===== config.mk =====
export PLATFORM = sky130hd
export DESIGN_NAME = axi_sram_rd_ctrl
export DESIGN_NICKNAME = d
export VERILOG_FILES = /design/src/hdl/axi_sram_pkg.sv /design/src/hdl/axi_sram_rd_ctrl.sv
export SDC_FILE = /design/constraint.sdc
export NUM_CORES = 1
export LEC_CHECK = 0
export BUFFER_PORTS_ARGS = -buffer_cell sky130_fd_sc_hd__buf_2
export CAP_MARGIN = 20
export CORE_MARGIN = 4
export CORE_UTILIZATION = 34
export CTS_BUF_LIST = sky130_fd_sc_hd__clkbuf_8
export CTS_CLUSTER_SIZE = 30
export DETAILED_ROUTE_END_ITERATION = 12
export PLACE_DENSITY = 0.88
export SYNTH_ARGS = -nofsm -noshare
export SYNTH_HDL_FRONTEND = slang
export SYNTH_SLANG_ARGS = --single-unit

===== constraint.sdc =====
create_clock -name i_aclk -period 1.4 [get_ports i_aclk]
set_input_delay 0.07 -clock i_aclk [delete_from_list [all_inputs] [get_ports i_aclk]]
set_output_delay 0.07 -clock i_aclk [all_outputs]
set_load 0.05 [all_outputs]

===== src/hdl/axi_sram_pkg.sv =====
// Shared widths, memory size, burst and response codes, channel and SRAM port structs
package axi_sram_pkg;

  // ----------------------------------------------------------
  // Widths and memory geometry
  // ----------------------------------------------------------
  localparam int DATA_W    = 64;
  localparam int STRB_W    = DATA_W / 8;
  localparam int ADDR_W    = 32;
  localparam int ID_W      = 4;
  localparam int LEN_W     = 8;
  localparam int MEM_WORDS = 1024;
  localparam int IDX_W     = 10;
  localparam int OFS_W     = 3;

  // AXI burst encodings
  localparam logic [1:0] BURST_FIXED = 2'b00;
  localparam logic [1:0] BURST_INCR  = 2'b01;
  localparam logic [1:0] BURST_WRAP  = 2'b10;

  // AXI response encodings
  localparam logic [1:0] RESP_OKAY   = 2'b00;
  localparam logic [1:0] RESP_SLVERR = 2'b10;

  typedef logic [DATA_W-1:0] axi_data_t;
  typedef logic [STRB_W-1:0] axi_strb_t;
  typedef logic [ADDR_W-1:0] axi_addr_t;
  typedef logic [ID_W-1:0]   axi_id_t;
  // Beats minus one
  typedef logic [LEN_W-1:0]  axi_len_t;
  typedef logic [1:0]        axi_burst_t;
  typedef logic [1:0]        axi_resp_t;
  typedef logic [IDX_W-1:0]  mem_idx_t;

  // ----------------------------------------------------------
  // Channel payloads
  // ----------------------------------------------------------
  // Shared by AW and AR
  typedef struct packed {
    axi_id_t    id;
    axi_addr_t  addr;
    axi_len_t   len;
    axi_burst_t burst;
  } axi_addr_req_t;

  typedef struct packed {
    axi_data_t data;
    axi_strb_t strb;
    logic      last;
  } axi_wbeat_t;

  typedef struct packed {
    axi_id_t   id;
    axi_resp_t resp;
  } axi_bresp_t;

  typedef struct packed {
    axi_id_t   id;
    axi_data_t data;
    axi_resp_t resp;
    logic      last;
  } axi_rbeat_t;

  // SRAM ports, en is a one-cycle strobe
  typedef struct packed {
    logic      en;
    mem_idx_t  idx;
    axi_data_t data;
    axi_strb_t strb;
  } sram_wr_t;

  typedef struct packed {
    logic     en;
    mem_idx_t idx;
  } sram_rd_t;

endpackage


===== src/hdl/axi_sram_rd_ctrl.sv =====
// AXI4 read controller: AR latch, burst address stepping, R beats under back-pressure
module axi_sram_rd_ctrl (
  input  logic                        i_aclk,
  input  logic                        i_rst,
  input  axi_sram_pkg::axi_addr_req_t i_ar,
  input  logic                        i_arvalid,
  output logic                        o_arready,
  output axi_sram_pkg::axi_rbeat_t    o_r,
  output logic                        o_rvalid,
  input  logic                        i_rready,
  output axi_sram_pkg::sram_rd_t      o_sram_rd,
  input  axi_sram_pkg::axi_data_t     i_sram_rdata
);
  import axi_sram_pkg::*;

  typedef enum logic {
    RD_IDLE,
    RD_BEAT
  } rd_state_t;

  rd_state_t state_q;
  axi_id_t   id_q;
  mem_idx_t  idx_q;
  axi_len_t  len_q;
  axi_len_t  beat_q;
  logic      fixed_q;
  logic      err_q;

  logic     ar_fire;
  logic     r_fire;
  logic     last_beat;
  mem_idx_t nxt_idx;

  assign ar_fire   = i_arvalid & o_arready;
  assign r_fire    = o_rvalid & i_rready;
  assign last_beat = (beat_q == len_q);
  assign nxt_idx   = fixed_q ? idx_q : idx_q + 1'b1;

  // ----------------------------------------------------------
  // State machine
  // ----------------------------------------------------------
  always_ff @(posedge i_aclk) begin
    if (i_rst) begin
      state_q <= RD_IDLE;
    end else begin
      case (state_q)
        RD_IDLE: if (ar_fire) state_q <= RD_BEAT;
        RD_BEAT: if (r_fire && last_beat) state_q <= RD_IDLE;
        default: state_q <= RD_IDLE;
      endcase
    end
  end

  // idx_q always names the word of the beat on the bus
  always_ff @(posedge i_aclk) begin
    if (ar_fire) begin
      id_q    <= i_ar.id;
      idx_q   <= i_ar.addr[OFS_W +: IDX_W];
      len_q   <= i_ar.len;
      beat_q  <= '0;
      fixed_q <= (i_ar.burst == BURST_FIXED);
      err_q   <= (i_ar.burst == BURST_WRAP);
    end else if (r_fire) begin
      idx_q  <= nxt_idx;
      beat_q <= beat_q + 1'b1;
    end
  end

  // ----------------------------------------------------------
  // SRAM read issue
  // ----------------------------------------------------------
  // First word on AR, then one word per consumed beat
  // so a stalled beat keeps its data in the bank output
  assign o_sram_rd = '{
    en:  ar_fire | (r_fire & ~last_beat),
    idx: (state_q == RD_IDLE) ? i_ar.addr[OFS_W +: IDX_W] : nxt_idx
  };

  assign o_arready = (state_q == RD_IDLE);
  assign o_rvalid  = (state_q == RD_BEAT);

  // WRAP returns zero data with SLVERR on every beat
  assign o_r = '{
    id:   id_q,
    data: err_q ? '0 : i_sram_rdata,
    resp: err_q ? RESP_SLVERR : RESP_OKAY,
    last: last_beat
  };

  // ----------------------------------------------------------
  // Checks
  // ----------------------------------------------------------
  // Relies on the bank holding its output while no read is issued
  a_r_hold: assert property (@(posedge i_aclk) disable iff (i_rst)
    o_rvalid && !i_rready |=> o_rvalid && $stable(o_r))
    else $error("R beat changed under back-pressure");

  // Burst must end on beat len, never run past it
  a_beat_bound: assert property (@(posedge i_aclk) disable iff (i_rst)
    o_rvalid |-> (beat_q <= len_q))
    else $error("Read beat count ran past the burst length");

endmodule


=== Word level (Yosys, flattened, before mapping) ===
Cells that the tools add are included.

* Flip-flop bits (word level): 33
* Output and inout bits: 84
* Logic and storage cells: 29

* Add/sub/neg operators: 2
* Equal/unequal tests: 2
* Muxes and demuxes: 9
* Bitwise logic cells: 6
* Reduce and logical (&&, ||, !) cells: 3

{| class="wikitable"
|+ Operators with widths
! kind !! count
|-
| $mux 64 || 1
|-
| $mux 10 || 4
|-
| $add 10x1->10 const B || 1
|-
| $add 8x1->8 const B || 1
|-
| $eq 8x8->1 || 1
|-
| $and 1x1->1 || 3
|-
| $eq 2x2->1 const B || 1
|-
| $logic_not 2->1 || 1
|-
| $mux 1 || 2
|-
| $mux 2 || 1
|-
| $not 1->1 || 2
|-
| $pmux 1 s2 || 1
|-
| $reduce_bool 2->1 || 1
|-
| $logic_and 1x1->1 || 1
|-
| $or 1x1->1 || 1
|}

=== Logic depth before layout (Yosys ltp) ===
Gate-level depths: netlist of run 1.

* Word-level depth: 4
* Gate-level depth with buffers: 6
* Mapped depth without buffers: 5

=== Worst setup path after synthesis of run 1 ===
OpenSTA, ideal clock, no wires.

* Path type: reg2out
* Start point: reg state_q, in the netlist o_rvalid
* End point: out o_sram_rd[0] in the netlist's numbering
* Arrival time: 2.253 ns
* Required time: 1.330 ns
* Setup slack: -0.923 ns
* Stages on the path, launching flop included: 3
* Buffers on the path: 0
* Cell sequence: dfxtp_1 inv_1 o21ai_0

{| class="wikitable"
|+ RTL lines
! item !! line !! text
|-
| start, declared || axi_sram_rd_ctrl.sv:21 || <nowiki>rd_state_t state_q;</nowiki>
|-
| start signal, assigned || axi_sram_rd_ctrl.sv:44 || <nowiki>state_q <= RD_IDLE;</nowiki>
|-
| start signal, assigned || axi_sram_rd_ctrl.sv:47 || <nowiki>RD_IDLE: if (ar_fire) state_q <= RD_BEAT;</nowiki>
|-
| start signal, assigned || axi_sram_rd_ctrl.sv:48 || <nowiki>RD_BEAT: if (r_fire && last_beat) state_q <= RD_IDLE;</nowiki>
|-
| end, declared || axi_sram_rd_ctrl.sv:11 || <nowiki>output axi_sram_pkg::sram_rd_t o_sram_rd,</nowiki>
|}

==> metrics.txt, run 1 <==
leakage power 2.33 nW; Ys Warns 0; hpwl dp 5280 um; post-synthesis simple-gate area fraction 34.0%; family with the most delay on the worst path flip-flops; overall power 4.08 mW; largest net degree at the start of global routing 22; non-filler cells, final 515; total grt overflow 0; arrival time at the worst endpoint 1.70 ns; syn_nets 343; Adder-Cell Fraction of Synth Area 1.22%; Worst Skew 0.00846 ns; CP required 1.33 ns; WHS Path Cells 3; first-pass GRT wire length 14300 um; drt wl/cell 20.2 um; core outline area 0.00589 sq mm; Hold Crit Class in2reg; FF+latch count, synth 33; Overall Global Routing Usage 25.4%; Finished Core Util 83.7%; compound-cell area share of the yosys netlist 5.72%; power per cell area 828 mW/mm^2; Synth Cell Area 0.00205 sq mm; die area 0.00735 sq mm; slowest CP cell edfxtp_1; Max stage delay on crit path 0.49 ns; share of cells above drive strength 1 71.8%; Max Slew Vio Count 0; Ant. Diodes 0; Total Wirelength 10400 um; Min Hold Slack 0.0705 ns; Stages on worst setup path 5; Worst Setup End Kind output port; ANT nets after route 0; number of buffers created by CTS 5; initial antenna violation count 0; Inst Count DP 478; Crit path buffers/inverters 1; Initial Util 34.9%; largest family of logic cells by synthesized area simple AND/OR/NAND/NOR gates; Setup Crit Path Kind reg2out; post-route design area 0.00493 sq mm; post-synthesis to final-layout area growth 140%; XOR/XNOR Fraction of Synth Area 10.2%; Reg2Reg Depth 4; Unique masters post-synth 26; die height 85.7 um; DR vias 2513; Remaining DRCs 0; CTS max path bufs 2; worst skew pair latency 0.30 ns; CTS tree yes; Final Hold Viols 0; dpl cell area 0.00330 sq mm; number of global-route vias before repair 2691; type of origin of the critical path flop; final worst path period share 126%; clock sinks 33; FMAX 566 MHz; Max FO, Critical Path 3; Tmin final 1.77 ns; # rows 28; clock-pin transition on the worst setup and hold timing paths 0.08 ns; sequential share of the synthesized area 43.8%; nets@finish 555; First DRT Iteration DRCs 64; port bufs 174; max-capacitance violation count 0; RSZ-0062 raised after global routing yes; H-tree Lvls 2; Synth Instances 227; Max rail drop VDD 1.17 mV; multiplexer area fraction after synthesis 0.487%; routability-driven placement congestion ratio 0.784; failing checks negative setup slack; status finished, violations left; Finish-stage setup viols 81; drt pass-1 iters 4; setup slack after layout -0.365 ns; width of the die 85.7 um; Vias per Instance 4.88; IO Count 198; synthesized area per cell 9.05 sq um; CTS Root Cell clkbuf_8; crit-path cells and3_2 > and3_4 > xnor2_4 > a21oi_4 > buf_6
[timing repair]
item	4_1_cts	5_1_grt
gates resized for setup	224	77
endpoints found under the hold margin	13	0
buffers inserted	7	3
gates cloned	5	3
hold buffers	13	0
pin swaps	22	7
setup endpoints to repair	82	85
[synthesized netlist by cell type]
| library cell | count | area, sq um |
|---|---|---|
| inv_1 | 4 | 15.0 |
| nand4b_2 | 1 | 15.0 |
| nand2_1 | 10 | 37.5 |
| and2_1 | 1 | 6.26 |
| o21ai_0 | 3 | 15.0 |
| and3_2 | 1 | 7.51 |
| conb_1 | 1 | 3.75 |
| dfxtp_1 | 9 | 180 |
| edfxtp_1 | 24 | 721 |
| a211oi_1 | 1 | 7.51 |
| nand4_1 | 6 | 37.5 |
| buf_2 | 1 | 5.00 |
| nand3_1 | 1 | 5.00 |
| xor2_1 | 9 | 78.8 |
| and3_1 | 3 | 18.8 |
| nor2_1 | 31 | 116 |
| buf_4 | 3 | 22.5 |
| ha_1 | 2 | 25.0 |
| mux2i_1 | 1 | 10.0 |
| a21oi_1 | 19 | 95.1 |
| nand4_2 | 1 | 12.5 |
| nand4b_1 | 1 | 8.76 |
| nor4_4 | 1 | 21.3 |
| nor2b_1 | 66 | 413 |
| xnor2_1 | 15 | 131 |
| clkbuf_1 | 12 | 45.0 |
[per-stage QoR]
| stage | TNS (ns) | setup WS (ns) |
|---|---|---|
| 2_1_floorplan | -10.26 | -0.231 |
| 3_3_place_gp | -0.178 | -0.0780 |
| 3_5_place_dp | -0.510 | -0.0916 |
| 4_1_cts | -4.02 | -0.310 |
| 5_1_grt | -10.62 | -0.429 |
| 6_report | -5.80 | -0.365 |
[layout make-up]
type                            instances  area [sq um]
Sequential cell                        33           905
Inverter                                4          18.8
Clock buffer                            5          68.8
Clock inverter                          3          46.3
Timing Repair Buffer                  221          2020
Tap cell                               75          93.8
Multi-Input combinational cell        174          1770
Fill cell                             315           960
[kinds of logic after synthesis]
family	after synthesis
AO/OA/AOI/OAI	23
XOR/XNOR	24
adder cells (fa/ha/maj)	2
buffers and inverters	20
flip-flops	33
multiplexers	1
other	1
AND/OR/NAND/NOR	123
[per-layer routing]
metal	global-route usage [%]	up-vias	share of wire, %
li1	-	1168	-
met1	27.2	1217	36
met3	6.34	22	5.3
met4	8.78	0	2.5
met2	48.0	106	56
met5	0	-	0
[flip-flops by register name, indices dropped and copies added, names as in the netlist]
register,cells
fixed_q,1
id_q,4
beat_q,8
o_rvalid,1
len_q,8
idx_q,10
err_q,1
[layout by cell type, fill, tap and decap left out, types with 2 or more instances in the layout]
cell type,n
dfxtp_1,8
nor2b_4,65
xor2_4,2
buf_6,60
nor2_1,29
and3_1,2
clkbuf_16,3
edfxtp_1,24
buf_4,19
xnor2_1,9
clkinvlp_4,2
buf_8,22
inv_1,3
xnor2_4,2
buf_12,2
xnor2_2,4
nand2_1,8
a21oi_1,9
nand4_1,6
clkbuf_8,5
nand2_2,2
a21oi_4,2
xor2_1,6
buf_16,5
dlygate4sd3_1,13
a21oi_2,8
buf_2,96
[worst min-delay path: stages]
cell and delay, ns:
buf_2 0.11, nor2_1 0.09, a211oi_1 0.05
[power breakdown]
group	switching (mW)	leakage [nW]	total, mW	internal [mW]
Combinational	1.11	1.97	1.97	0.856
Sequential	0.0539	0.303	1.19	1.13
Clock	0.394	0.0543	0.926	0.532
[final timing paths]
check                               start      endpoint  slack [ns]
worst max-delay path             idx_q[3]  o_sram_rd[6]       -0.37
worst min-delay path            i_arvalid      o_rvalid        0.07
worst max register to register   idx_q[3]      idx_q[9]       -0.08
worst min register to register  beat_q[1]     beat_q[1]        0.52
Note: power is estimated with default switching activity, not from simulation.
==> run 2, diff against run 1 <==
--- a/config.mk
+++ b/config.mk
@@ -7,12 +7,10 @@
 export LEC_CHECK = 0
 export BUFFER_PORTS_ARGS = -buffer_cell sky130_fd_sc_hd__buf_2
 export CAP_MARGIN = 20
-export CORE_MARGIN = 4
-export CORE_UTILIZATION = 34
-export CTS_BUF_LIST = sky130_fd_sc_hd__clkbuf_8
+export CORE_UTILIZATION = 33
 export CTS_CLUSTER_SIZE = 30
 export DETAILED_ROUTE_END_ITERATION = 12
-export PLACE_DENSITY = 0.88
+export PLACE_DENSITY = 0.86
 export SYNTH_ARGS = -nofsm -noshare
 export SYNTH_HDL_FRONTEND = slang
 export SYNTH_SLANG_ARGS = --single-unit
==> metrics.txt, run 2 (synthesis results as in run 1) <==
Max Slew Vio Count 0 (unchanged); clock sinks 33 (unchanged); hpwl dp 6480 um (+23%); reg2reg start idx_q[0]; Total Wirelength 11000 um (+6.0%); initial antenna violation count 0 (unchanged); DR vias 2577 (+2.5%); ANT nets after route 0 (unchanged); max reg flops 10 (unchanged); CTS tree yes; Fillers 346 (+9.8%); number of buffers created by CTS 5 (unchanged); crit-path cells buf_6 > nand4b_1 > nor2_2 > xnor2_2 > a21oi_2 > buf_6; Setup Crit Path Kind reg2out; Vias per Instance 5.02 (+2.9%); drt wl/cell 21.5 um (+6.5%); commonest non-fill, non-tap cell in the layout buf_2; Worst Skew 0.0108 ns (+0.00235 ns); Worst Setup End Kind output port; worst setup path endpoint o_sram_rd[8]; status finished, violations left; total grt overflow 0 (unchanged); largest net degree at the start of global routing 30 (+36%); post-route design area 0.00480 sq mm (-2.6%); final worst path period share 128% (+2.1 points); power per cell area 804 mW/mm^2 (-2.9%); die height 80.9 um (-5.6%); RSZ-0062 raised after global routing yes; arrival time at the worst endpoint 1.73 ns (+0.03 ns); Final Hold Viols 0 (unchanged); Remaining DRCs 0 (unchanged); max-capacitance violation count 0 (unchanged); most used cell, CP buf_6; CP required 1.33 ns (about the same); Worst R2R End idx_q[7]; CTS max path bufs 2 (unchanged); r2r setup slk -0.09 ns (about the same); number of global-route vias before repair 2593 (-3.6%); pre-CTS WS -0.110 ns (-0.0186 ns); worst skew pair latency 0.29 ns (about the same); H-tree Lvls 2 (unchanged); Tmin final 1.80 ns (+0.0299 ns); post-synthesis to final-layout area growth 133%; most frequent cells in the layout 98 x buf_2, 52 x buf_6, 50 x nor2b_4; largest registers idx_q (10), beat_q (8), len_q (8); TNS Setup -4.65 ns (+1.16 ns); Finish-stage setup viols 56 (-31%); First DRT Iteration DRCs 129 (+100%); share of cells above drive strength 1 71.9% (+0.10 points); Initial Util 34.5% (-0.41 points); core outline area 0.00596 sq mm (+1.2%); width of the die 80.9 um (-5.6%); setup slack after layout -0.395 ns (-0.0299 ns); IO Count 198 (unchanged); Max FO, Critical Path 3 (unchanged); die area 0.00654 sq mm (-11%); port bufs 174 (unchanged); Reg with most FFs idx_q; Max rail drop VDD 0.767 mV (-34%); overall power 3.86 mW (-5.4%); Ant. Diodes 0 (unchanged); Hold Crit Class in2reg; Overall Global Routing Usage 28.3% (+2.9 points); routability-driven placement congestion ratio 0.841 (+7.2%); leakage power 2.23 nW (-4.1%); Reg2Reg Depth 5 (+1); drt pass-1 iters 4 (unchanged); type of origin of the critical path flop; first-pass GRT wire length 13200 um (-7.7%); failing checks negative setup slack; dpl cell area 0.00331 sq mm (+0.23%); slowest CP cell edfxtp_1; CTS Root Cell clkbuf_8; clock-pin transition on the worst setup and hold timing paths 0.07 ns (about the same); nets@finish 553 (-0.36%); Setup crit start idx_q[2]; Max stage delay on crit path 0.46 ns (-0.03 ns); # rows 28 (unchanged); FMAX 557 MHz (-1.7%)
## run 2: layout make-up
cell class,instances,area [sq um],share of cell area [%]
sequential,33,905,18.9
timing repair buffer,219,1980,41.4
tap,75,93.8,1.96
clock inverter,3,17.5,0.365
clock buffer,5,68.8,1.43
inverter,4,18.8,0.391
multi-input combinational,174,1710,35.6
## run 2: worst min path at each step
stage / cells after the start / to / from / slack [ns]
after floorplan: 1 / o_rvalid / i_rst / 0.13
after global placement: 2 / o_rvalid / i_rst / 0.22
after detailed placement: 2 / o_rvalid / i_rst / 0.23
after CTS: 3 / o_rvalid / i_arvalid / 0.07
after global routing: 2 / err_q / i_ar[0] / 0.08
final: 2 / err_q / i_ar[0] / 0.08
## run 2: layer usage
| metal | wire (um) | track usage [%] | vias to the layer above |
|---|---|---|---|
| met5 | 0 | 0 | - |
| met4 | 749 | 19.1 | 0 |
| met2 | 6050 | 57.0 | 146 |
| li1 | - | - | 1160 |
| met1 | 3260 | 23.4 | 1225 |
| met3 | 949 | 7.53 | 46 |
## run 2: what timing repair did
action / in CTS / in global routing
hold buffers: 13 / 0
gates resized for setup: 166 / 127
endpoints found under the setup margin: 83 / 83
pin swaps: 15 / 17
endpoints found under the hold margin: 13 / 0
gates cloned: 1 / 6
buffers inserted: 5 / 1
## run 2: per-stage QoR
step           cells  hold WS (ns)  utilization (%)
2_1_floorplan    227         0.133                -
3_3_place_gp     479         0.220             55.5
3_5_place_dp     479         0.229             55.5
4_1_cts          506        0.0713             69.8
5_1_grt          513        0.0801             80.5
6_report         513        0.0790             80.5
## run 2: worst max-delay path: cells and delay by family, from the launching register on
kind,cells,cell delay [ns]
simple gates,2,0.34
compound gates,1,0.18
xor+xnor,1,0.11
buf+inv,2,0.34
flops,1,0.46
## run 2: power breakdown
part | internal, mW | total [mW] | leakage [nW] | switching, mW
registers | 1.13 | 1.20 | 0.303 | 0.0629
clock network | 0.343 | 0.701 | 0.0439 | 0.358
logic | 0.835 | 1.96 | 1.88 | 1.13
total | 2.31 | 3.86 | 2.23 | 1.55
==> run 3, diff against run 2 <==
--- a/config.mk
+++ b/config.mk
@@ -7,10 +7,12 @@
 export LEC_CHECK = 0
 export BUFFER_PORTS_ARGS = -buffer_cell sky130_fd_sc_hd__buf_2
 export CAP_MARGIN = 20
+export CORE_ASPECT_RATIO = 0.8
 export CORE_UTILIZATION = 33
 export CTS_CLUSTER_SIZE = 30
 export DETAILED_ROUTE_END_ITERATION = 12
-export PLACE_DENSITY = 0.86
+export HOLD_SLACK_MARGIN = 0.03
+export PLACE_DENSITY = 0.77
 export SYNTH_ARGS = -nofsm -noshare
 export SYNTH_HDL_FRONTEND = slang
 export SYNTH_SLANG_ARGS = --single-unit
==> metrics.txt, run 3 (synthesis results as in run 1) <==
number of global-route vias before repair 2461 (-5.1%); Ant. Diodes 0 (unchanged); CTS Root Cell clkbuf_8; register area 905 sq um (unchanged); commonest non-fill, non-tap cell in the layout buf_2; worst skew pair latency 0.29 ns (about the same); first-pass GRT wire length 12800 um (-3.0%); core outline area 0.00594 sq mm (-0.21%); CTS tree yes; Reg with most FFs idx_q; FMAX 566 MHz (+1.5%); Hold Crit Class in2reg; H-tree Lvls 2 (unchanged); largest net degree at the start of global routing 26 (-13%); leakage power 2.26 nW (+1.4%); Worst Skew 0.00475 ns (-0.00606 ns); footprint of the multi-input gates 0.00169 sq mm (-0.95%); Final Hold Viols 0 (unchanged); First DRT Iteration DRCs 80 (-38%); status finished, violations left; Worst Setup End Kind output port; Fillers 314 (-9.2%); CP required 1.33 ns (about the same); setup slack after layout -0.368 ns (+0.0270 ns); width of the die 90.2 um (+12%); CTS max path bufs 2 (unchanged); RSZ-0062 raised after global routing yes; max reg flops 10 (unchanged); largest registers idx_q (10), beat_q (8), len_q (8); routability-driven placement congestion ratio 0.857 (+2.0%); share of cells above drive strength 1 72.1% (+0.23 points); Max rail drop VDD 0.727 mV (-5.1%); post-synthesis to final-layout area growth 136%; nets@finish 553 (unchanged); DR vias 2559 (-0.70%); clock-pin transition on the worst setup and hold timing paths 0.07 ns (about the same); die area 0.00655 sq mm (about the same); Finish-stage setup viols 78 (+39%); total grt overflow 0 (unchanged); Total Wirelength 10100 um (-8.4%); Max Slew Vio Count 0 (unchanged); Setup Crit Path Kind reg2out; r2r setup slk -0.18 ns (-0.09 ns); IO Count 198 (unchanged); drt pass-1 iters 4 (unchanged); clock sinks 33 (unchanged); arrival time at the worst endpoint 1.70 ns (-0.03 ns); initial antenna violation count 0 (unchanged); Tmin final 1.77 ns (-0.0270 ns); Remaining DRCs 0 (unchanged); type of origin of the critical path flop; failing checks negative setup slack; power per cell area 870 mW/mm^2 (+8.2%); TNS Setup -5.61 ns (-0.960 ns); number of buffers created by CTS 5 (unchanged); Initial Util 34.6% (+0.073 points); overall power 4.21 mW (+9.1%); final worst path period share 126% (-1.9 points); die height 72.6 um (-10%); max-capacitance violation count 0 (unchanged); drt wl/cell 19.4 um (-9.5%); most frequent cells in the layout 98 x buf_2, 54 x buf_6, 50 x nor2b_4; ANT nets after route 0 (unchanged); Max FO, Critical Path 4 (+1); # rows 25 (-11%); Overall Global Routing Usage 25.7% (-2.7 points); port bufs 174 (unchanged); Vias per Instance 4.93 (-1.8%); hpwl dp 6110 um (-5.7%)
## run 3: changes by cell type in the layout (fill, tap and decap cells not counted), sizes merged
cell / previous run / this run
clkbuf: 8 / 9
bufinv: 0 / 2
clkinvlp: 2 / 1
clkinv: 2 / 0
inv: 3 / 4
buf: 203 / 202
## run 3: metal layers
metal	vias to the layer above	track usage, %	share of wire (%)
met5	-	0	0
met3	44	9.38	7.1
met2	133	44.8	51
li1	1163	-	-
met4	0	12.5	6.2
met1	1219	28.2	36
## run 3: final timing paths
| path | start | endpoint | cells after the start |
|---|---|---|---|
| worst max-delay path | idx_q[0] | o_sram_rd[9] | 6 |
| worst min-delay path | i_ar[13] | idx_q[0] | 3 |
| worst max register to register | idx_q[4] | idx_q[5] | 7 |
| worst min register to register | beat_q[1] | beat_q[1] | 2 |
## run 3: worst max-delay path: stages (launching register included)
cell,delay (ns)
edfxtp_1,0.38
buf_4,0.16
nand4b_4,0.17
nor4_4,0.21
xnor2_2,0.13
a21oi_2,0.19
buf_6,0.18
## run 3: timing repair
action	4_1_cts	5_1_grt
gates cloned	2	4
hold endpoints to repair	13	0
buffers inserted	4	5
gates resized for setup	155	133
endpoints found under the setup margin	81	87
pin swaps	14	10
hold buffers	13	0
## run 3: final cells by class
| class | instances | area share (%) |
|---|---|---|
| inverter | 4 | 0.388 |
| tap | 81 | 2.09 |
| clock inverter | 3 | 1.42 |
| clock buffer | 5 | 1.42 |
| multi-input combinational | 174 | 35.0 |
| timing repair buffer | 219 | 41.0 |
| sequential | 33 | 18.7 |
## run 3: metrics by stage
stage | instances | hold slack (ns) | worst slack, ns | instance area, sq um | util [%]
after floorplan | 227 | 0.133 | -0.231 | 2260 | -
after global placement | 484 | 0.221 | -0.0803 | 3310 | 55.7
after detailed placement | 484 | 0.221 | -0.135 | 3310 | 55.7
after CTS | 510 | 0.0608 | -0.345 | 4150 | 69.7
after global routing | 519 | 0.0791 | -0.405 | 4840 | 81.4
final | 519 | 0.0798 | -0.368 | 4840 | 81.4
## run 3: report_power, final
group,switching (mW),leakage [nW],internal (mW)
Combinational,1.11,1.89,0.826
Sequential,0.0549,0.303,1.13
Clock,0.369,0.0687,0.716
