File: src/hdl/axi_sram_pkg.sv
// Shared widths, memory size, burst and response codes, channel and SRAM port structs
package axi_sram_pkg;

  // ----------------------------------------------------------
  // Widths and memory geometry
  // ----------------------------------------------------------
  localparam int DATA_W    = 64;
  localparam int STRB_W    = DATA_W / 8;
  localparam int ADDR_W    = 32;
  localparam int ID_W      = 4;
  localparam int LEN_W     = 8;
  localparam int MEM_WORDS = 1024;
  localparam int IDX_W     = 10;
  localparam int OFS_W     = 3;

  // AXI burst encodings
  localparam logic [1:0] BURST_FIXED = 2'b00;
  localparam logic [1:0] BURST_INCR  = 2'b01;
  localparam logic [1:0] BURST_WRAP  = 2'b10;

  // AXI response encodings
  localparam logic [1:0] RESP_OKAY   = 2'b00;
  localparam logic [1:0] RESP_SLVERR = 2'b10;

  typedef logic [DATA_W-1:0] axi_data_t;
  typedef logic [STRB_W-1:0] axi_strb_t;
  typedef logic [ADDR_W-1:0] axi_addr_t;
  typedef logic [ID_W-1:0]   axi_id_t;
  // Beats minus one
  typedef logic [LEN_W-1:0]  axi_len_t;
  typedef logic [1:0]        axi_burst_t;
  typedef logic [1:0]        axi_resp_t;
  typedef logic [IDX_W-1:0]  mem_idx_t;

  // ----------------------------------------------------------
  // Channel payloads
  // ----------------------------------------------------------
  // Shared by AW and AR
  typedef struct packed {
    axi_id_t    id;
    axi_addr_t  addr;
    axi_len_t   len;
    axi_burst_t burst;
  } axi_addr_req_t;

  typedef struct packed {
    axi_data_t data;
    axi_strb_t strb;
    logic      last;
  } axi_wbeat_t;

  typedef struct packed {
    axi_id_t   id;
    axi_resp_t resp;
  } axi_bresp_t;

  typedef struct packed {
    axi_id_t   id;
    axi_data_t data;
    axi_resp_t resp;
    logic      last;
  } axi_rbeat_t;

  // SRAM ports, en is a one-cycle strobe
  typedef struct packed {
    logic      en;
    mem_idx_t  idx;
    axi_data_t data;
    axi_strb_t strb;
  } sram_wr_t;

  typedef struct packed {
    logic     en;
    mem_idx_t idx;
  } sram_rd_t;

endpackage

File: src/hdl/axi_sram_wr_ctrl.sv
// AXI4 write controller: AW latch, W beat counting, strobed SRAM writes, B response
module axi_sram_wr_ctrl (
  input  logic                        i_aclk,
  input  logic                        i_rst,
  input  axi_sram_pkg::axi_addr_req_t i_aw,
  input  logic                        i_awvalid,
  output logic                        o_awready,
  input  axi_sram_pkg::axi_wbeat_t    i_w,
  input  logic                        i_wvalid,
  output logic                        o_wready,
  output axi_sram_pkg::axi_bresp_t    o_b,
  output logic                        o_bvalid,
  input  logic                        i_bready,
  output axi_sram_pkg::sram_wr_t      o_sram_wr
);
  import axi_sram_pkg::*;

  typedef enum logic [1:0] {
    WR_IDLE,
    WR_DATA,
    WR_RESP
  } wr_state_t;

  wr_state_t state_q;
  axi_id_t   id_q;
  mem_idx_t  idx_q;
  axi_len_t  beats_left_q;
  logic      fixed_q;
  logic      err_q;

  logic aw_fire;
  logic w_fire;
  logic b_fire;
  logic final_beat;

  assign aw_fire    = i_awvalid & o_awready;
  assign w_fire     = i_wvalid & o_wready;
  assign b_fire     = o_bvalid & i_bready;
  // Burst end comes from len, not from WLAST
  assign final_beat = (beats_left_q == '0);

  // ----------------------------------------------------------
  // State machine
  // ----------------------------------------------------------
  always_ff @(posedge i_aclk) begin
    if (i_rst) begin
      state_q <= WR_IDLE;
    end else begin
      case (state_q)
        WR_IDLE: if (aw_fire) state_q <= WR_DATA;
        WR_DATA: if (w_fire && final_beat) state_q <= WR_RESP;
        WR_RESP: if (b_fire) state_q <= WR_IDLE;
        default: state_q <= WR_IDLE;
      endcase
    end
  end

  // Request latch, beat count and word index
  always_ff @(posedge i_aclk) begin
    if (aw_fire) begin
      id_q         <= i_aw.id;
      idx_q        <= i_aw.addr[OFS_W +: IDX_W];
      beats_left_q <= i_aw.len;
      fixed_q      <= (i_aw.burst == BURST_FIXED);
      err_q        <= (i_aw.burst == BURST_WRAP);
    end else if (w_fire) begin
      beats_left_q <= beats_left_q - 1'b1;
      if (!fixed_q) begin
        idx_q <= idx_q + 1'b1;
      end
    end
  end

  assign o_awready = (state_q == WR_IDLE);
  assign o_wready  = (state_q == WR_DATA);
  assign o_bvalid  = (state_q == WR_RESP);

  assign o_b = '{id: id_q, resp: err_q ? RESP_SLVERR : RESP_OKAY};

  // WRAP beats are accepted but never reach the memory
  assign o_sram_wr = '{
    en:   w_fire & ~err_q,
    idx:  idx_q,
    data: i_w.data,
    strb: i_w.strb
  };

  // ----------------------------------------------------------
  // Checks
  // ----------------------------------------------------------
  a_b_hold: assert property (@(posedge i_aclk) disable iff (i_rst)
    o_bvalid && !i_bready |=> o_bvalid && $stable(o_b))
    else $error("B response changed before i_bready");

  // Master's WLAST must agree with the length from AW
  a_wlast: assert property (@(posedge i_aclk) disable iff (i_rst)
    w_fire |-> (i_w.last == final_beat))
    else $error("WLAST does not match the AW burst length");

endmodule

File: config.mk
export PLATFORM = sky130hd
export DESIGN_NAME = axi_sram_wr_ctrl
export DESIGN_NICKNAME = d
export VERILOG_FILES = /design/src/hdl/axi_sram_pkg.sv /design/src/hdl/axi_sram_wr_ctrl.sv
export SDC_FILE = /design/constraint.sdc
export NUM_CORES = 1
export LEC_CHECK = 0
export ABC_AREA = 0
export BUFFER_PORTS_ARGS = -buffer_cell sky130_fd_sc_hd__buf_4
export CORE_AREA = 2 2 84 86
export DETAILED_ROUTE_END_ITERATION = 10
export DIE_AREA = 0 0 86 88
export GPL_TIMING_DRIVEN = 0
export HOLD_SLACK_MARGIN = 0.05
export PLACE_DENSITY = 0.73
export SLEW_MARGIN = 40
export SYNTH_ARGS = -nofsm -noshare
export SYNTH_HDL_FRONTEND = slang
export SYNTH_SLANG_ARGS = --single-unit
File: constraint.sdc
create_clock -name i_aclk -period 1.79 [get_ports i_aclk]
set_input_delay 0.0895 -clock i_aclk [delete_from_list [all_inputs] [get_ports i_aclk]]
set_output_delay 0.0895 -clock i_aclk [all_outputs]
set_load 0.01 [all_outputs]
# --- After elaboration in Yosys (flattened, before gate mapping) ---
# Index checks and enable logic that the tools add are counted.
totals:
  input_bits: 124
  regBits: 26
  word_cells: 37
op_classes:
  mux: 10
  n_reduce_logical: 7
  add_sub_neg: 2
  n_eq_ne: 7
  n_bitwise: 5
op_table:
  columns: ["cell", "n"]
  rows:
  - ["10-bit two-way mux", 3]
  - ["8-bit two-way mux", 2]
  - ["10-bit by 1-bit adder with 10-bit output (second input constant)", 1]
  - ["8-bit zero test", 1]
  - ["2-bit two-way mux", 4]
  - ["2-bit by 1-bit inequality test with 1-bit output (second input constant)", 4]
  - ["8-bit by 1-bit subtractor with 8-bit output (second input constant)", 1]
  - ["2-bit case mux with 3 select lines", 1]
  - ["1-bit bitwise AND", 4]
  - ["2-bit equality test (second input constant)", 2]
  - ["2-bit zero test", 2]
  - ["3-bit AND reduction", 1]
  - ["2-bit by 1-bit equality test with 1-bit output (second input constant)", 1]
  - ["2-bit AND reduction", 1]
  - ["2-bit nonzero test", 1]
  - ["1-bit logical AND", 1]
  - ["1-bit NOT", 1]

# --- Longest topological paths before layout ---
# Gate-level depths: netlist of the first run.
logic_depth:
  depth_word: 5
  mapped_depth: 6
  ltp_nobuf: 5

# --- Worst setup path before layout of the first run ---
# No wires, ideal clock.
synth_path:
  path_type: "flip-flop to flip-flop"
  from: "register state_q[0]"
  to: "register idx_q[0] (enable)"
  n_path_buf: 0
  period_less_slack_ns: 1.975
  arrival_ns: 1.585
  stages_incl_launch_ff: 4
  setup_slack_ns: -0.185
  required_ns: 1.399
  setup_time_ns: 0.391
  cell_sequence: "dfxtp_1 > nor2b_1 > nand2_1 > o21ai_0"
synth_between:
  elab_chain_len: 4
  word_cells_on_any_way: 7
  cone_classes: "eq/ne (2); bitwise (2); reduce/logical (3)"
synth_lines:
  columns: ["element", "line_no", "text"]
  rows:
  - ["start: declaration", "axi_sram_wr_ctrl.sv:24", "wr_state_t state_q;"]
  - ["start signal: assignment", "axi_sram_wr_ctrl.sv:47", "state_q <= WR_IDLE;"]
  - ["start signal: assignment", "axi_sram_wr_ctrl.sv:50", "WR_IDLE: if (aw_fire) state_q <= WR_DATA;"]
  - ["start signal: assignment", "axi_sram_wr_ctrl.sv:51", "WR_DATA: if (w_fire && final_beat) state_q <= WR_RESP;"]
  - ["2-bit by 1-bit equality test with 1-bit output", "axi_sram_wr_ctrl.sv:75", "assign o_wready = (state_q == WR_DATA);"]
  - ["net o_wready", "axi_sram_wr_ctrl.sv:10", "output logic o_wready,"]
  - ["1-bit bitwise AND", "axi_sram_wr_ctrl.sv:37", "assign w_fire = i_wvalid & o_wready;"]
  - ["2-bit nonzero test (no line)", null, null]
  - ["2-bit AND reduction (no line)", null, null]
  - ["end signal: assignment", "axi_sram_wr_ctrl.sv:62", "idx_q <= i_aw.addr[OFS_W +: IDX_W];"]
  - ["end signal: assignment", "axi_sram_wr_ctrl.sv:69", "idx_q <= idx_q + 1'b1;"]
  - ["end: declaration", "axi_sram_wr_ctrl.sv:26", "mem_idx_t idx_q;"]
# The timed path passes the listed nets, and every way through them passes these cells.
# A chain may end at the register's enable or synchronous reset.

# --- Final worst setup path of the first run ---
layout_path:
  from: "register state_q[0]"
  to: "register idx_q[4] (enable)"
layout_between:
  elab_chain_len: 4
  word_cells_on_any_way: 7
  cone_classes: "eq/ne (2); bitwise (2); reduce/logical (3)"
layout_lines:
  columns: ["element", "line_no"]
  rows:
  - ["2-bit by 1-bit equality test with 1-bit output / 2-bit zero test (equally long branches)", "axi_sram_wr_ctrl.sv:75, axi_sram_wr_ctrl.sv:74"]
  - ["1-bit bitwise AND (on tied branches)", "axi_sram_wr_ctrl.sv:37, axi_sram_wr_ctrl.sv:36"]
  - ["2-bit nonzero test (no line) / 2-bit by 1-bit inequality test with 1-bit output (equally long branches)", null]
  - ["2-bit AND reduction (no line) (*)", null]
# Every way passes the cells marked *; elsewhere a longest branch is shown, timed or not.

==> results of run 1 <==
## state kept, by name, summed over array words and instances (netlist names)
signal and cells:
err_q 1, state_q 2, id_q 4, beats_left_q 8
idx_q 10, fixed_q 1
## cells in the mapped netlist, types with 4 or more instances
| library cell | count |
|---|---|
| a31oi_1 | 5 |
| buf_4 | 75 |
| edfxtp_1 | 24 |
| inv_1 | 5 |
| nand2_1 | 15 |
| nand3_1 | 6 |
| nand4_1 | 5 |
| nor2_1 | 13 |
| o21ai_0 | 10 |
| or3_1 | 4 |
| xnor2_1 | 4 |
## metrics by stage
step	hold slack, ps	area (um2)	cells	TNS (ps)	setup slack, ps
5_1_grt	76.3	3050	411	0	28.8
6_report	75.3	3050	411	0	156
4_1_cts	72.0	3030	411	0	53.7
2_1_floorplan	162	1890	202	0	39.4
3_5_place_dp	263	2890	401	-4160	-337
3_3_place_gp	257	2890	401	-3390	-292
## routing by layer
metal	global-route usage [%]	wire [um]	vias up
met5	0	0	-
met4	1.15	7	0
li1	-	-	881
met2	21.2	2630	107
met1	14.2	1860	797
met3	3.68	552	2
## critical path, stage by stage (launching register included)
cell and delay, ps:
dfxtp_1 360, or3b_1 380, buf_2 170, buf_2 220, o21ai_4 180
## power breakdown
part,internal (mW),leakage [nW],switching (mW)
Combinational,0.370,1.19,0.260
Sequential,0.752,0.249,0.0672
Clock,0.299,0.0357,0.192
## final timing paths
check	depth (start not counted)	slack, ps	to	from
max	4	160	idx_q[4]$_DFFE_PP_	state_q[0]$_SDFFE_PP0P_
min	3	80	idx_q[1]$_DFFE_PP_	i_aw[14]
max reg2reg	4	160	idx_q[4]$_DFFE_PP_	state_q[0]$_SDFFE_PP0P_
min reg2reg	1	630	beats_left_q[0]$_DFFE_PP_	beats_left_q[0]$_DFFE_PP_
## cell families after synthesis
group,Yosys count
buf+inv,85
simple gates,55
compound gates,26
flops,26
xor+xnor,6
fa+ha+maj,3
other cells,1
## timing repair
| item | in CTS | in global routing |
|---|---|---|
| resized for setup | 4 | 6 |
| hold buffers | 6 | 0 |
| hold endpoints to repair | 6 | 0 |
| cloned | 0 | 0 |
| endpoints found under the setup margin | 18 | 12 |
## final cells by class
cell class	count	area [um2]
Clock inverter	1	30.0
Clock buffer	3	41.3
Fill cell	658	3590
Tap cell	80	100
Buffer	79	583
Timing Repair Buffer	125	953
Inverter	6	22.5
Multi-Input combinational cell	91	561
Sequential cell	26	761
==> impl_metrics.py, run 1 <==
metrics = {
    "flow_run": {
        "max-cap-violations": 0,
    },
    "timing": {
        "rsz0062_at_grt": "false",
        "clock_skew_ps": 2.30,
        "setup_violations": 0,
        "period_needed_ps": 1630,
        "maxSlewViolCount": 0,
        "period_share_pct": 91.3,
        "hold_viol": 0,
        "max_freq_mhz": 612,
    },
    "clocking": {
        "clk_latency_ps": 270,
        "numCtsBuffers": 3,
        "root_buffer": "clkbuf_8",
        "cts.sinks": 26,
        "h-tree-depth": 1,
        "cts_buffer_depth": 2,
        "tritoncts": "built",
        "post-cts-setup-buffers": 0,
        "path_clk_slew_ps": 90,
    },
    "place": {
        "gp_congestion": 0.799,
        "io_buffers": 119,
        "hpwl_um": 4190,
    },
    "die": {
        "ioPinCount": 216,
        "start_util_pct": 28.5,
        "core-area_um2": 6640,
        "rows": 30,
        "die_h_um": 88,
        "fp.dieW_um": 86,
        "dieArea_um2": 7570,
    },
    "layout": {
        "fin_util_pct": 45.9,
        "syn_to_final_growth_pct": 61.1,
        "final_nets": 459,
        "final_cell_mix": "buf_4 (194), edfxtp_1 (24), nand2_1 (14)",
        "diodes": 0,
        "layout_commonest_cell": "buf_4",
        "drive_gt1_share_pct": 62.5,
    },
    "logic_synthesis": {
        "synth.area.mux_share_pct": 0,
        "synth_cell_type_count": 30,
        "synthFlopType": "edfxtp_1",
        "syn_avg_cell_area_um2": 9.38,
        "seq_area_frac_synth_pct": 40.2,
        "synth_edf_count": 24,
        "synth_top_family_by_area": "buffers and inverters",
        "synth.area.top_cells": "edfxtp_1 (38%), buf_4 (30%), nand2_1 (3.0%)",
        "synthXorXnorAreaFrac_pct": 2.77,
        "synth_cells": 202,
        "synth_top_area_share_pct": 38.0,
        "yosys.area_share.simple_pct": 14.5,
        "synth_nets": 329,
        "synth_compound_area_share_pct": 8.52,
        "yosysWarnings": 0,
        "ys_ff_latch": 26,
        "yosys.area.top_type": "edfxtp_1",
        "syn-cell-area_um2": 1890,
        "async_flop_share_pct": 0,
        "synthAdderAreaFrac_pct": 1.98,
    },
    "critical_path": {
        "crit_path_start_kind": "register",
        "critPathRequiredTime_ps": 1740,
        "critPathArrivalTime_ps": 1580,
        "crit_type": "register to register",
        "critPathCaptureType": "register",
        "path_max_fanout": 10,
    },
    "global_route": {
        "grt_pass1_wl_um": 7110,
        "antenna_found_initial": 0,
        "grt_pass1_vias": 1628,
        "grt_max_degree": 16,
        "track_usage_pct": 11.8,
        "overflow": 0,
    },
    "route": {
        "routed-via-count": 1787,
        "drt-total-wl_um": 5050,
        "drcViolationCount": 1,
        "drt_iter0_markers": 41,
        "drt_pass1_iterations": 9,
        "routedWlPerCell_um": 12.3,
        "ant_nets": 0,
        "viasPerCell": 4.35,
    },
    "run_status": {
        "violations": "design-rule violations",
        "outcome": "finished with violations",
    },
    "power_and_ir_drop": {
        "power.density_nw_per_um2": 636,
        "power_mw": 1.94,
        "p_leak_nw": 1.47,
        "peakVddDrop_mv": 0.508,
    },
    "worst_hold_path": {
        "holdCritPathClass": "input port to register",
    },
}
Power figures use the tool's default switching activity.
==> run 2: changes to the inputs <==
- PLACE_DENSITY: 0.73 -> 0.69
==> impl_metrics.py, run 2 (synthesis results as in run 1) <==
metrics = {
    "power_and_ir_drop": {
        "power.density_nw_per_um2": 607,
        "p_leak_nw": 1.46,
        "seqPwrFrac_pct": 44.5,
        "sw_frac_of_total_pct": 28.3,
        "p_int_mw": 1.32,
        "peakVddDrop_mv": 0.259,
        "p_clk_share_pct": 21.3,
        "p_sw_mw": 0.520,
        "combPwrFrac_pct": 34.2,
    },
    "die": {
        "rows": 30,
        "ioPinCount": 216,
        "die_h_um": 88,
        "start_util_pct": 28.5,
        "fp.dieW_um": 86,
        "core-area_um2": 6640,
        "dieArea_um2": 7570,
    },
    "critical_path": {
        "crit_path_start_kind": "register",
        "critPathArrivalTime_ps": 1640,
        "crit_path_start": "state_q[0]$_SDFFE_PP0P_",
        "critPathRequiredTime_ps": 1740,
        "path_max_fanout": 10,
        "critPathCaptureType": "register",
        "reg2regPathDepth": 4,
        "crit_type": "register to register",
        "reg2reg_from": "state_q[0]$_SDFFE_PP0P_",
        "slowest_delay_ps": 370,
        "cp_cell_sequence": "or3b_1, buf_2, clkbuf_2, o21ai_4",
        "cp_slowest_cell": "or3b_1",
    },
    "layout": {
        "final_cell_mix": "buf_4 (194), edfxtp_1 (24), nand2_1 (14)",
        "largest_register_ffs": 10,
        "design_area_um2": 3020,
        "syn_to_final_growth_pct": 59.6,
        "diodes": 0,
        "drive_gt1_share_pct": 61.9,
        "layout_commonest_cell": "buf_4",
        "top_register": "idx_q",
        "nFillCells": 657,
        "final_nets": 459,
        "reg_top3": "idx_q x10, beats_left_q x8, id_q x4",
    },
    "timing": {
        "rsz0062_at_grt": "false",
        "setup_violations": 0,
        "period_needed_ps": 1690,
        "maxSlewViolCount": 0,
        "max_freq_mhz": 593,
        "clock_skew_ps": 3.16,
        "period_share_pct": 94.2,
        "hold_viol": 0,
        "max_slew_margin_pct": 65.6,
        "fin_ws_ps": 105,
        "worst_slew_pin_slew_ps": 511,
    },
    "run_status": {
        "outcome": "finished, final reports clean",
    },
    "route": {
        "routedWlPerCell_um": 12.5,
        "viasPerCell": 4.36,
        "ant_nets": 0,
        "drt-total-wl_um": 5120,
        "drcViolationCount": 0,
        "drt_iter0_markers": 54,
        "drt_pass1_iterations": 4,
        "routed-via-count": 1793,
    },
    "clocking": {
        "numCtsBuffers": 3,
        "root_buffer": "clkbuf_8",
        "path_clk_slew_ps": 90,
        "clk_latency_ps": 270,
        "cts_buffer_depth": 2,
        "tritoncts": "built",
        "cts.sinks": 26,
        "h-tree-depth": 1,
    },
    "global_route": {
        "antenna_found_initial": 0,
        "grt_max_degree": 16,
        "grt_pass1_wl_um": 7130,
        "grt_pass1_vias": 1594,
        "track_usage_pct": 11.9,
        "overflow": 0,
    },
    "place": {
        "io_buffers": 119,
        "gp_congestion": 0.745,
        "hpwl_um": 4200,
        "pre_cts_slack_ps": -312,
        "place_area_um2": 2890,
    },
    "flow_run": {
        "max-cap-violations": 0,
    },
    "worst_hold_path": {
        "worstHoldPathCells": 3,
        "holdCritPathClass": "input port to register",
        "hp-start": "i_aw[14]",
    },
}
-- run 2: cell types whose count changed in the layout (fill, tap and decap cells not counted), sizes merged --
| cell | before | now |
|---|---|---|
| bufinv | 1 | 0 |
| clkbuf | 4 | 5 |
-- run 2: layer usage --
metal	share of wire, %	wire length (um)	up-vias	track usage [%]
met5	0	0	-	0
met4	0.63	32	0	2.16
met3	11	547	3	2.83
met2	53	2740	109	22.5
met1	35	1800	804	13.8
li1	-	-	877	-
-- run 2: what timing repair did --
item	4_1_cts	5_1_grt
setup buffers	0	0
hold endpoints to repair	6	0
hold buffers	6	0
gates cloned	0	0
resized for setup	4	2
setup endpoints to repair	18	2
-- run 2: final cells by class --
cell class | instances | area [um2] | area share, %
sequential | 26 | 761 | 25.2
timing repair buffer | 125 | 953 | 31.5
clock buffer | 4 | 55.1 | 1.82
buffer | 79 | 582 | 19.2
multi-input combinational | 91 | 551 | 18.2
tap | 80 | 100 | 3.31
inverter | 6 | 22.5 | 0.745
-- run 2: final timing paths --
kind | endpoint | slack, ps
worst max-delay path | idx_q[5]$_DFFE_PP_ | 100
worst min-delay path | idx_q[1]$_DFFE_PP_ | 80
worst min register to register | idx_q[0]$_DFFE_PP_ | 640
worst max register to register | idx_q[5]$_DFFE_PP_ | 100
-- run 2: power by group through the flow --
stage | Combinational (mW) | Clock [mW] | Sequential [mW]
3_5_place_dp | 0.617 | 0 | 0.828
3_3_place_gp | 0.605 | 0 | 0.825
2_1_floorplan | 0.328 | 0 | 0.829
6_report | 0.628 | 0.391 | 0.817
4_1_cts | 0.635 | 0.398 | 0.815
5_1_grt | 0.684 | 0.421 | 0.830
-- run 2: through the flow --
stage	utilization, %	power, mW	cells	hold WS [ps]	TNS, ps
6_report	45.5	1.84	411	79.1	0
5_1_grt	45.5	1.93	411	78.5	0
4_1_cts	45.4	1.85	411	77.8	0
3_5_place_dp	43.5	1.45	401	262	-3660
3_3_place_gp	43.5	1.43	401	259	-3270
2_1_floorplan	-	1.16	202	162	0
-- run 2: worst max-delay path: cells and delay by family (launching register included) --
kind	cells	cell delay, ps
and+or+nand+nor	1	370
DFF	1	350
buffers and inverters	2	420
AOI/OAI and AO/OA	1	210
==> run 3: changes to the inputs <==
--- a/config.mk
+++ b/config.mk
@@ -14,2 +14,3 @@
 export HOLD_SLACK_MARGIN = 0.05
+export MAX_ROUTING_LAYER = met4
 export PLACE_DENSITY = 0.69
==> constraint.sdc (replaced) <==
create_clock -name i_aclk -period 1.79 [get_ports i_aclk]
set_input_delay 0.358 -clock i_aclk [delete_from_list [all_inputs] [get_ports i_aclk]]
set_output_delay 0.358 -clock i_aclk [all_outputs]
set_load 0.01 [all_outputs]
==> impl_metrics.py, run 3 (synthesis results as in run 1) <==
metrics = {
    "layout": {
        "final_cell_mix": "buf_4 (194), edfxtp_1 (24), nand2_1 (14)",
        "top_register": "idx_q",
        "reg_top3": "idx_q x10, beats_left_q x8, id_q x4",
        "largest_register_ffs": 10,
        "fin_util_pct": 44.7,
        "diodes": 0,
        "syn_to_final_growth_pct": 56.9,
        "design_area_um2": 2970,
        "layout_commonest_cell": "buf_4",
        "final_nets": 453,
        "drive_gt1_share_pct": 63.7,
        "stdcell_count": 405,
    },
    "die": {
        "start_util_pct": 28.5,
        "core-area_um2": 6640,
        "die_h_um": 88,
        "rows": 30,
        "dieArea_um2": 7570,
        "ioPinCount": 216,
        "fp.dieW_um": 86,
    },
    "place": {
        "io_buffers": 119,
        "hpwl_um": 4200,
        "place_area_um2": 2890,
        "place_inst": 401,
        "gp_congestion": 0.754,
    },
    "timing": {
        "max_freq_mhz": 588,
        "clock_skew_ps": 3.46,
        "setup_violations": 0,
        "hold_viol": 0,
        "max_slew_margin_pct": 66.0,
        "worst_slew_pin_slew_ps": 506,
        "period_share_pct": 95.0,
        "maxSlewViolCount": 0,
        "period_needed_ps": 1700,
        "rsz0062_at_grt": "false",
    },
    "clocking": {
        "holdBufCountCts": 0,
        "clk_latency_ps": 280,
        "root_buffer": "clkbuf_8",
        "post-cts-setup-buffers": 0,
        "numCtsBuffers": 3,
        "cts_buffer_depth": 2,
        "tritoncts": "built",
        "h-tree-depth": 1,
        "path_clk_slew_ps": 90,
        "cts.sinks": 26,
    },
    "critical_path": {
        "rrSetupSlack_ps": 90,
        "crit_path_start": "state_q[0]$_SDFFE_PP0P_",
        "r2r-end": "beats_left_q[6]$_DFFE_PP_",
        "critPathRequiredTime_ps": 1770,
        "crit_type": "register to register",
        "critPathCaptureType": "register",
        "reg2reg_from": "state_q[0]$_SDFFE_PP0P_",
        "crit_path_start_kind": "register",
        "path_max_fanout": 10,
        "critPathArrivalTime_ps": 1680,
        "reg2regPathDepth": 4,
    },
    "route": {
        "drt_iter0_markers": 47,
        "routed-via-count": 1763,
        "drt-total-wl_um": 5020,
        "routedWlPerCell_um": 12.4,
        "ant_nets": 0,
        "drt_pass1_iterations": 4,
        "drcViolationCount": 0,
        "viasPerCell": 4.35,
    },
    "global_route": {
        "grt_pass1_vias": 1557,
        "overflow": 0,
        "grt_pass1_wl_um": 6930,
        "antenna_found_initial": 0,
        "grt_max_degree": 16,
        "track_usage_pct": 12.0,
    },
    "power_and_ir_drop": {
        "p_leak_nw": 1.44,
        "peakVddDrop_mv": 0.259,
        "power.density_nw_per_um2": 615,
    },
    "worst_hold_path": {
        "hp-start": "i_rst",
        "hold_path_end": "state_q[1]$_SDFFE_PP0P_",
        "worstHoldPathCells": 2,
        "holdCritPathClass": "input port to register",
    },
    "run_status": {
        "outcome": "finished, final reports clean",
    },
    "flow_run": {
        "max-cap-violations": 0,
    },
}
-- run 3: worst max path at each step --
stage,end,depth (start not counted),slack (ps)
2_1_floorplan,idx_q[0]$_DFFE_PP_,4,30
3_3_place_gp,idx_q[7]$_DFFE_PP_,5,-350
3_5_place_dp,idx_q[5]$_DFFE_PP_,5,-380
4_1_cts,o_sram_wr[82],4,5
5_1_grt,beats_left_q[6]$_DFFE_PP_,5,6
6_report,beats_left_q[6]$_DFFE_PP_,4,90
-- run 3: worst max-delay path: stages (launching register included) --
cell and delay, ps:
dfxtp_1 360, or3b_1 380, buf_2 170, clkbuf_2 250, nand2_2 240
-- run 3: per-layer routing --
| metal | global-route usage (%) | wire [um] |
|---|---|---|
| met5 | - | 0 |
| met3 | 2.64 | 552 |
| met2 | 21.6 | 2660 |
| met1 | 13.7 | 1770 |
| met4 | 2.16 | 32 |
-- run 3: report_power, final --
group	switching, mW	internal (mW)
clock network	0.196	0.197
logic	0.257	0.361
registers	0.0649	0.752
-- run 3: final cells by class --
cell class                 count  area [um2]
timing repair buffer         119         893
tap                           80         100
multi-input combinational     91         558
fill                         658        3670
inverter                       6        22.5
sequential                    26         761
buffer                        79         583
clock buffer                   4        55.1
-- run 3: per-stage QoR --
stage	hold WS, ps	setup slack, ps	setup TNS, ps	power, mW
final	229	89.1	0	1.83
after global routing	227	6.16	0	1.92
after CTS	229	5.16	0	1.84
after detailed placement	531	-382	-5130	1.45
after global placement	527	-347	-4570	1.43
after floorplan	430	30.8	0	1.16
-- run 3: repair_timing --
item,in CTS,in global routing
setup endpoints to repair,18,2
endpoints found under the hold margin,0,0
pin swaps,0,0
cloned,0,0
gates resized for setup,4,5
